### config.mk
export PLATFORM = sky130hd
export DESIGN_NAME = scene_mapper
export DESIGN_NICKNAME = d
export VERILOG_FILES = /design/src/scene_pkg.sv /design/src/pixel_stage.sv /design/src/player_layer.sv /design/src/layer_compositor.sv /design/src/scene_mapper.sv
export VERILOG_INCLUDE_DIRS = /design/src
export SDC_FILE = /design/constraint.sdc
export NUM_CORES = 2
export LEC_CHECK = 0
export BUFFER_PORTS_ARGS = -buffer_cell sky130_fd_sc_hd__buf_2
export CAP_MARGIN = 20
export CORE_MARGIN = 2
export CORE_UTILIZATION = 60
export CTS_CLUSTER_SIZE = 24
export DETAILED_ROUTE_END_ITERATION = 7
export HOLD_SLACK_MARGIN = 0.12
export PLACE_DENSITY = 0.78
export SLEW_MARGIN = 20
export SYNTH_ARGS = -nofsm -noshare
export SYNTH_HDL_FRONTEND = slang
export SYNTH_HIERARCHICAL = 1
export SYNTH_SLANG_ARGS = --single-unit
export TNS_END_PERCENT = 50
### constraint.sdc
create_clock -name clk -period 17 [get_ports clk]
set_input_delay 3.4 -clock clk [delete_from_list [all_inputs] [get_ports clk]]
set_output_delay 3.4 -clock clk [all_outputs]
set_load 0.01 [all_outputs]
### src/scene_defs.svh
`ifndef SCENE_DEFS_SVH
`define SCENE_DEFS_SVH

`define SCENE_NUM_PLAYERS 2
`define SCENE_COORD_W 10

// terrain rows, inclusive
`define SCENE_SKY_LAST 400
`define SCENE_GRASS_LAST 420

// character block
`define SCENE_CHAR_W 16
`define SCENE_CHAR_H 24

// turn marker, one column per player
`define SCENE_MARKER_Y 80
`define SCENE_MARKER_W 8
`define SCENE_MARKER_H 16
`define SCENE_MARKER_X0 20
`define SCENE_MARKER_X1 612

`define SCENE_BALL_SIZE_MAX 15

`define SCENE_RGB_SKY 24'h00bfff
`define SCENE_RGB_GRASS 24'h00cc00
`define SCENE_RGB_MUD 24'h993300
`define SCENE_RGB_BALL 24'h0000ff
`define SCENE_RGB_CHAR0 24'hff2020
`define SCENE_RGB_CHAR1 24'hffffff
`define SCENE_RGB_MARKER 24'hffff00

`endif

### src/scene_pkg.sv
`include "scene_defs.svh"

package scene_pkg;

	typedef logic [`SCENE_COORD_W-1:0] coord_t; // screen x or y

	typedef struct packed
	{
		logic [7:0] r;
		logic [7:0] g;
		logic [7:0] b;
	} rgb_t;

	// row band of the background
	typedef enum logic [1:0]
	{
		TERRAIN_SKY,
		TERRAIN_GRASS,
		TERRAIN_MUD
	} terrain_e;

	// which layer owns a pixel
	typedef enum logic [1:0]
	{
		LAYER_TERRAIN,
		LAYER_BALL,
		LAYER_CHAR,
		LAYER_MARKER
	} layer_e;

endpackage

### src/pixel_stage.sv
`timescale 1ns/1ps
`include "scene_defs.svh"

module pixel_stage
	import scene_pkg::*;
(
	input  logic     clk,
	input  logic     rst_n,
	input  logic     pix_valid,
	input  coord_t   draw_x,
	input  coord_t   draw_y,
	output logic     s1_valid,
	output coord_t   s1_x,
	output coord_t   s1_y,
	output logic     s2_valid,
	output terrain_e s2_terrain
);

	terrain_e band;
	terrain_e s1_terrain;

	always_comb
	begin
		if (draw_y <= coord_t'(`SCENE_SKY_LAST))
			band = TERRAIN_SKY;
		else if (draw_y <= coord_t'(`SCENE_GRASS_LAST))
			band = TERRAIN_GRASS;
		else
			band = TERRAIN_MUD;
	end

	always_ff @(posedge clk or negedge rst_n)
	begin
		if (!rst_n)
		begin
			s1_valid <= 1'b0;
			s2_valid <= 1'b0;
		end
		else
		begin
			s1_valid <= pix_valid;
			s2_valid <= s1_valid;
		end
	end

	// pixel payload, band rides one stage behind
	always_ff @(posedge clk)
	begin
		s1_x       <= draw_x;
		s1_y       <= draw_y;
		s1_terrain <= band;
		s2_terrain <= s1_terrain; // lines up with layer hits
	end

	a_coord_known: assert property (@(posedge clk) disable iff (!rst_n)
		pix_valid |-> !$isunknown({draw_x, draw_y}));

endmodule

### src/player_layer.sv
`timescale 1ns/1ps
`include "scene_defs.svh"

module player_layer
	import scene_pkg::*;
#(
	parameter int PLAYER_IDX = 0
)
(
	input  logic   clk,
	input  logic   rst_n,
	input  coord_t s1_x,
	input  coord_t s1_y,
	input  coord_t char_x,
	input  coord_t char_y,
	input  coord_t ball_x,
	input  coord_t ball_y,
	input  coord_t ball_size,
	input  logic   ball_show,
	input  logic   turn_p1,
	output logic   char_hit,
	output logic   ball_hit,
	output logic   marker_hit
);

	localparam int MARKER_X = (PLAYER_IDX == 0) ? `SCENE_MARKER_X0 : `SCENE_MARKER_X1;

	logic [`SCENE_COORD_W:0] char_x_end; // one past the block, no wrap
	logic [`SCENE_COORD_W:0] char_y_end;
	logic signed [`SCENE_COORD_W:0] dx;
	logic signed [`SCENE_COORD_W:0] dy;
	logic [2*`SCENE_COORD_W+1:0] dist_sq;
	logic [2*`SCENE_COORD_W-1:0] rad_sq;
	logic my_turn;
	logic char_on;
	logic ball_on;
	logic marker_on;

	assign char_x_end = {1'b0, char_x} + (`SCENE_COORD_W+1)'(`SCENE_CHAR_W);
	assign char_y_end = {1'b0, char_y} + (`SCENE_COORD_W+1)'(`SCENE_CHAR_H);

	assign char_on = (s1_x >= char_x) && ({1'b0, s1_x} < char_x_end)
		&& (s1_y >= char_y) && ({1'b0, s1_y} < char_y_end);

	// signed offsets from the ball centre
	assign dx = $signed({1'b0, s1_x}) - $signed({1'b0, ball_x});
	assign dy = $signed({1'b0, s1_y}) - $signed({1'b0, ball_y});
	assign dist_sq = dx * dx + dy * dy;
	assign rad_sq = ball_size * ball_size;

	assign ball_on = ball_show && (dist_sq <= {2'b00, rad_sq});

	// player 0 plays while turn_p1 is set
	assign my_turn = (PLAYER_IDX == 0) ? turn_p1 : !turn_p1;

	assign marker_on = my_turn
		&& (s1_x >= coord_t'(MARKER_X))
		&& (s1_x < coord_t'(MARKER_X + `SCENE_MARKER_W))
		&& (s1_y >= coord_t'(`SCENE_MARKER_Y))
		&& (s1_y < coord_t'(`SCENE_MARKER_Y + `SCENE_MARKER_H));

	always_ff @(posedge clk or negedge rst_n)
	begin
		if (!rst_n)
		begin
			char_hit   <= 1'b0;
			ball_hit   <= 1'b0;
			marker_hit <= 1'b0;
		end
		else
		begin
			char_hit   <= char_on;
			ball_hit   <= ball_on;
			marker_hit <= marker_on;
		end
	end

	a_ball_size: assert property (@(posedge clk) disable iff (!rst_n)
		ball_size <= coord_t'(`SCENE_BALL_SIZE_MAX));

endmodule

### src/layer_compositor.sv
`timescale 1ns/1ps
`include "scene_defs.svh"

module layer_compositor
	import scene_pkg::*;
(
	input  logic                          clk,
	input  logic                          rst_n,
	input  logic                          s2_valid,
	input  terrain_e                      s2_terrain,
	input  logic [`SCENE_NUM_PLAYERS-1:0] char_hit,
	input  logic [`SCENE_NUM_PLAYERS-1:0] ball_hit,
	input  logic [`SCENE_NUM_PLAYERS-1:0] marker_hit,
	output logic                          rgb_valid,
	output rgb_t                          rgb
);

	layer_e win_layer;
	rgb_t   rgb_next;

	// marker over characters over balls over ground
	always_comb
	begin
		if (|marker_hit)
			win_layer = LAYER_MARKER;
		else if (|char_hit)
			win_layer = LAYER_CHAR;
		else if (|ball_hit)
			win_layer = LAYER_BALL;
		else
			win_layer = LAYER_TERRAIN;
	end

	always_comb
	begin
		case (win_layer)
			LAYER_MARKER: rgb_next = rgb_t'(`SCENE_RGB_MARKER);
			LAYER_CHAR: rgb_next = char_hit[0] ? rgb_t'(`SCENE_RGB_CHAR0)
				: rgb_t'(`SCENE_RGB_CHAR1); // player 0 on top
			LAYER_BALL: rgb_next = rgb_t'(`SCENE_RGB_BALL);
			default:
			begin
				case (s2_terrain)
					TERRAIN_SKY: rgb_next = rgb_t'(`SCENE_RGB_SKY);
					TERRAIN_GRASS: rgb_next = rgb_t'(`SCENE_RGB_GRASS);
					default: rgb_next = rgb_t'(`SCENE_RGB_MUD);
				endcase
			end
		endcase
	end

	always_ff @(posedge clk or negedge rst_n)
	begin
		if (!rst_n)
		begin
			rgb_valid <= 1'b0;
			rgb       <= '0;
		end
		else
		begin
			rgb_valid <= s2_valid;
			if (s2_valid)
				rgb <= rgb_next; // hold last colour in bubbles
		end
	end

	a_valid_in_reset: assert property (@(posedge clk) !rst_n |-> !rgb_valid);

	a_valid_follow: assert property (@(posedge clk) disable iff (!rst_n)
		s2_valid |=> rgb_valid);

	a_bubble_follow: assert property (@(posedge clk) disable iff (!rst_n)
		!s2_valid |=> !rgb_valid);

	// hits from both player layers must be resolved for a live pixel
	a_layer_known: assert property (@(posedge clk) disable iff (!rst_n)
		s2_valid |-> !$isunknown({char_hit, ball_hit, marker_hit}));

endmodule

### src/scene_mapper.sv
`timescale 1ns/1ps
`include "scene_defs.svh"

module scene_mapper
	import scene_pkg::*;
(
	input  logic                          clk,
	input  logic                          rst_n,
	input  logic                          pix_valid,
	input  coord_t                        draw_x,
	input  coord_t                        draw_y,
	input  coord_t                        char_x [`SCENE_NUM_PLAYERS],
	input  coord_t                        char_y [`SCENE_NUM_PLAYERS],
	input  coord_t                        ball_x [`SCENE_NUM_PLAYERS],
	input  coord_t                        ball_y [`SCENE_NUM_PLAYERS],
	input  coord_t                        ball_size [`SCENE_NUM_PLAYERS],
	input  logic [`SCENE_NUM_PLAYERS-1:0] ball_show,
	input  logic                          turn_p1,
	output logic                          rgb_valid,
	output logic [7:0]                    red,
	output logic [7:0]                    green,
	output logic [7:0]                    blue
);

	coord_t   s1_x;
	coord_t   s1_y;
	logic     s2_valid;
	terrain_e s2_terrain;
	logic [`SCENE_NUM_PLAYERS-1:0] char_hit;
	logic [`SCENE_NUM_PLAYERS-1:0] ball_hit;
	logic [`SCENE_NUM_PLAYERS-1:0] marker_hit;
	rgb_t     rgb;

	pixel_stage i_pixel_stage (
		.clk        (clk),
		.rst_n      (rst_n),
		.pix_valid  (pix_valid),
		.draw_x     (draw_x),
		.draw_y     (draw_y),
		.s1_valid   (),
		.s1_x       (s1_x),
		.s1_y       (s1_y),
		.s2_valid   (s2_valid),
		.s2_terrain (s2_terrain)
	);

	layer_compositor i_layer_compositor (
		.clk        (clk),
		.rst_n      (rst_n),
		.s2_valid   (s2_valid),
		.s2_terrain (s2_terrain),
		.char_hit   (char_hit),
		.ball_hit   (ball_hit),
		.marker_hit (marker_hit),
		.rgb_valid  (rgb_valid),
		.rgb        (rgb)
	);

	// one hit tester per player
	for (genvar p = 0; p < `SCENE_NUM_PLAYERS; p++)
	begin : g_player
		player_layer #(
			.PLAYER_IDX (p)
		) i_player_layer (
			.clk        (clk),
			.rst_n      (rst_n),
			.s1_x       (s1_x),
			.s1_y       (s1_y),
			.char_x     (char_x[p]),
			.char_y     (char_y[p]),
			.ball_x     (ball_x[p]),
			.ball_y     (ball_y[p]),
			.ball_size  (ball_size[p]),
			.ball_show  (ball_show[p]),
			.turn_p1    (turn_p1),
			.char_hit   (char_hit[p]),
			.ball_hit   (ball_hit[p]),
			.marker_hit (marker_hit[p])
		);
	end

	assign red   = rgb.r;
	assign green = rgb.g;
	assign blue  = rgb.b;

endmodule

* After elaboration in Yosys (flattened, before gate mapping) *
Cells that the tools add are included.

storage, ports and cells
  register bits = 57
  input port bits = 126
  output and inout port bits = 25
  word-level logic and storage cells = 82

cells by class
  add/subtract/negate cells = 10
  $mul = 6
  magnitude comparators = 18
  equal/unequal tests = 4
  muxes and demuxes = 7
  reduce and logical (&&, ||, !) cells = 21

operators with widths
  kind                     count
  $mul A11 B11 Y22         4
  $pmux W24 S3             1
  $pmux W24 S2             1
  $add A10 B5 Y11 const B  4
  $add A22 B22 Y22         2
  $le A22 B20 Y1           2
  $lt A10 B11 Y1           4
  $sub A10 B10 Y11         4
  $ge A10 B10 Y1           4
  $mul A10 B10 Y20         2
  $le A10 B9 Y1 const B    2
  $logic_and A1 B1 Y1      16
  $mux W16                 1
  $ge A10 B10 Y1 const B   1
  $ge A10 B5 Y1 const B    1
  $ge A10 B7 Y1 const B    1
  $lt A10 B10 Y1 const B   1
  $lt A10 B5 Y1 const B    1
  $lt A10 B7 Y1 const B    1
  $mux W2                  3
  $reduce_or A2 Y1         3
  $eq A2 B1 Y1 const B     2
  $eq A2 B2 Y1 const B     2
  $logic_not A2 Y1         1
  other kinds (2)          2

* Logic depth before layout (Yosys ltp) *
  depth in word-level cells = 6
  depth in mapped cells = 42

* Modules after synthesis *
The synthesis kept the hierarchy.

modules (own cells, without submodules)
  module                                     instances  cells each  area each (µm²)  sequential area each (µm²)
  player_layer (g_player[1].i_player_layer)  1          1538        13630.6          75.1
  player_layer (g_player[0].i_player_layer)  1          1498        13374.1          75.1
  pixel_stage                                1          37          604.3            530.5
  layer_compositor                           1          66          585.6            225.2

* Least setup slack after synthesis *
OpenSTA, ideal clock, no wires.

  kind = input -> register
  start = in ball_y[10] (netlist bit)
  end = reg g_player[0].i_player_layer.ball_hit
  setup time = 0.094 ns
  data arrival time = 12.121 ns
  data required time = 16.906 ns
  path slack = 4.785 ns
  cell stages on the path = 34
  cells stage by stage = ha_1 inv_1 fa_1 a21o_1 a21oi_1 o21bai_1 a21oi_1 o21ai_1 a31o_2 clkbuf_1 nor2_2 inv_1 fa_1 fa_1 inv_1 fa_1 fa_1 fa_1 fa_1 inv_1 fa_1 inv_1 ha_1 a21oi_1 nand2_1 or4_1 o221ai_1 nand2_1 a211oi_1 nor2_1 ha_1 a2111oi_0 o211ai_1 a211oi_1

on the way
  longest elaborated chain between the ends = 5

ends and longest elaborated chain
  element                                       RTL line            RTL
  from (decl)                                   scene_mapper.sv:15  input coord_t ball_y [`SCENE_NUM_PLAYERS],
  $sub A10 B10 Y11                              player_layer.sv:47  assign dy = $signed({1'b0, s1_y}) - $signed({1'b0, ball_y});
  $mul A11 B11 Y22                              player_layer.sv:48  assign dist_sq = dx * dx + dy * dy;
  $add A22 B22 Y22                              player_layer.sv:48
  $le A22 B20 Y1                                player_layer.sv:51  assign ball_on = ball_show && (dist_sq <= {2'b00, rad_sq});
  $logic_and A1 B1 Y1                           player_layer.sv:51
  named net g_player[0].i_player_layer.ball_on  player_layer.sv:36  logic ball_on;
  to (signal assigned)                          player_layer.sv:73  ball_hit <= ball_on;
  to (decl)                                     player_layer.sv:22  output logic ball_hit,

The timed path passes the listed nets, and every way through them passes these cells.
A chain may end at the register's enable or synchronous reset.

* Final worst setup path *
Ends and elaborated chain as after synthesis.

==> results.toml <==
[timing]
fmax_mhz = 77.7
finalSetupTns_ns = 0
maxSlewViolCount = 0
skew_ns = 0.0322
relSlewSlack_pct = 22.8
fin_crit_ns = 12.87
final_hold_viol_count = 0
setup_violations = 0
worstMarginPinSlew_ns = 1.15
rsz0062_at_grt = "no"
fin_crit_sh_pct = 75.7
hold_slack_ns = 0.325

[clock_network]
cts_buffers = 5
clk_latency_ns = 0.33
holdBufCountCts = 0
cts_setup_buffers = 0
cts_tree = "done"
root_buffer = "clkbuf_16"
path_clk_slew_ns = 0.07
cts_max_level = 2
clkSinkCount = 41
clockBufferDepth = 2
post_cts_resized = 0

[finish]
drive_gt1_share_pct = 6.86
area_growth_pct = 4.79
fin_nets = 4340
final_cell_mix = "inv_1 (852), fa_1 (567), ha_1 (414)"
final_common_cell = "inv_1"

[drt]
first_pass_iters = 7
drtAntennaViolNets = 0
vias = 21449
drc = 0
wl_mm = 69.9
routedWlPerCell_um = 18.2
initialDrtViolationCount = 1293
viasPerCell = 5.58

[critical_path]
arrival_ns = 13.08
endpoint_kind = "flip-flop"
cp_max_fo = 11
critPathRequiredTime_ns = 17.21
crit_path_frequent_cell = "fa_1"
start_kind = "input port"
cpPeakStageDelay_ns = 0.60
worst-setup-path-type = "in2reg"
crit_path_top_delay_cell = "and2_1"

[logic_synthesis]
ys_ff_latch = 41
synth_nets = 4246
synth_top_cell_area_share_pct = 40.3
async_reset_ff_share_pct = 41.5
avgSynthCellArea_um2 = 8.98
synthTopCellsByArea = "fa_1 (40%), ha_1 (18%), inv_1 (11%), xnor2_1 (3.0%), nor2_1 (2.4%)"
synth_ff_type = "dfxtp_1"
synth-edff-count = 0
syn-cell-area_um2 = 28200
yosysSeqAreaShare_pct = 3.21
synth_cell_type_count = 97
synth_top_area_cell = "fa_1"
synthCells = 3139
yosysWarningCount = 6

[global_routing]
grtUsageMet3_pct = 3.18
grt_start_max_net_pins = 19
busiest_layer = "met2"
grt_pass1_wl_mm = 116
track_usage_pct = 30.4
grt_pass1_vias = 23422
grt_use_met1_pct = 37.3
grt_use_met2_pct = 54.4
antenna_found_initial = 3
grt_overflow_total = 0

[placement]
dpl.hpwl_mm = 61.9
place_congestion = 0.969
io_buffers = 150

[floorplan]
die_h_um = 221
io_pins = 151
die_w_um = 221
die-area_um2 = 48700
core.rowCount = 79
start_util_pct = 60.7
coreArea_um2 = 46500

[outcome]
outcome = "finished clean"

[job]
maxCapViolCount = 0

[min_path]
hold_class = "reg2reg"
==> cell families after synthesis <==
group / share of synthesized area (%)
flip-flops: 3.21
adder cells (fa/ha/maj): 58.6
XOR/XNOR: 4.83
AND/OR/NAND/NOR: 11.8
multiplexers: 0.257
AO/OA/AOI/OAI: 8.51
buffers and inverters: 12.8
==> worst paths after layout <==
check / to / slack [ns] / from / cells after the start
worst max-delay path: g_player[0].i_player_layer/ball_hit / 4.13 / ball_y[10] / 35
worst min-delay path: i_pixel_stage/s2_terrain[0] / 0.32 / i_pixel_stage/s1_terrain[0] / 0
worst max register to register: g_player[0].i_player_layer/ball_hit / 6.77 / i_pixel_stage/s1_x[1] / 31
worst min register to register: i_pixel_stage/s2_terrain[0] / 0.32 / i_pixel_stage/s1_terrain[0] / 0
max in group asynchronous: g_player[0].i_player_layer/ball_hit / 13.54 / rst_n / 1
min in group asynchronous: g_player[0].i_player_layer/char_hit / 3.05 / rst_n / 1
==> stage by stage <==
step | cells | instance area [um^2] | util (%) | setup slack (ns)
5_1_grt | 3842 | 29500 | 63.6 | 3.24
3_3_place_gp | 3833 | 29400 | 63.3 | 4.11
6_report | 3844 | 29500 | 63.6 | 4.13
3_5_place_dp | 3833 | 29400 | 63.3 | 3.84
4_1_cts | 3841 | 29500 | 63.6 | 4.15
2_1_floorplan | 3139 | 28200 | - | 4.78
==> cell usage after synthesis, types with 8 or more instances <==
cell and instances:
nor2b_1 27, or3_1 14, nand2_1 160, clkbuf_1 38, nor4_1 8, or2_2 12, o21ai_0 67, nor3_1 66
nand4_1 14, inv_1 852, dfrtp_1 17, xnor2_1 95, xor2_1 53, o21a_1 24, dfxtp_1 24, o211ai_1 8
nand3_1 49, a211oi_1 14, fa_1 567, a21o_1 37, buf_4 17, a31oi_1 15, a21oi_1 80, nor2_1 181
nand2b_1 20, o21ai_1 8, and2_1 86, and3_1 9, ha_1 414
==> flip-flops by register name (all words and copies together) (netlist names), 2 cells and up <==
signal / cells
g_player.i_player_layer/ball_hit: 2
g_player.i_player_layer/char_hit: 2
g_player.i_player_layer/marker_hit: 2
i_layer_compositor/rgb: 8
i_pixel_stage/s1_terrain: 2
i_pixel_stage/s1_x: 10
i_pixel_stage/s1_y: 10
i_pixel_stage/s2_terrain: 2
==> metal layers <==
| layer | share of wire [%] | up-vias |
|---|---|---|
| met5 | 0 | - |
| met4 | 4.7 | 0 |
| met3 | 5.5 | 171 |
| met2 | 51 | 671 |
| met1 | 39 | 10742 |
| li1 | - | 9865 |
==> area by class of cell <==
| type | count | area (um^2) |
|---|---|---|
| Multi-Input combinational cell | 2165 | 23700 |
| Timing Repair Buffer | 156 | 796 |
| Sequential cell | 41 | 906 |
| Clock buffer | 5 | 125 |
| Clock inverter | 3 | 25.0 |
| Antenna cell | 3 | 7.51 |
| Tap cell | 607 | 759 |
| Inverter | 864 | 3240 |
| Fill cell | 3871 | 16900 |
==> worst max-delay path, delay by kind of cell <==
kind,cells,cell delay [ns]
buf+inv,7,0.71
compound gates,12,2.84
fa+ha+maj,11,4.82
simple gates,5,1.29
Power is left out: the tool's default activity adds up to more than one toggle a clock period on the data nets, which glitch-free logic cannot reach.
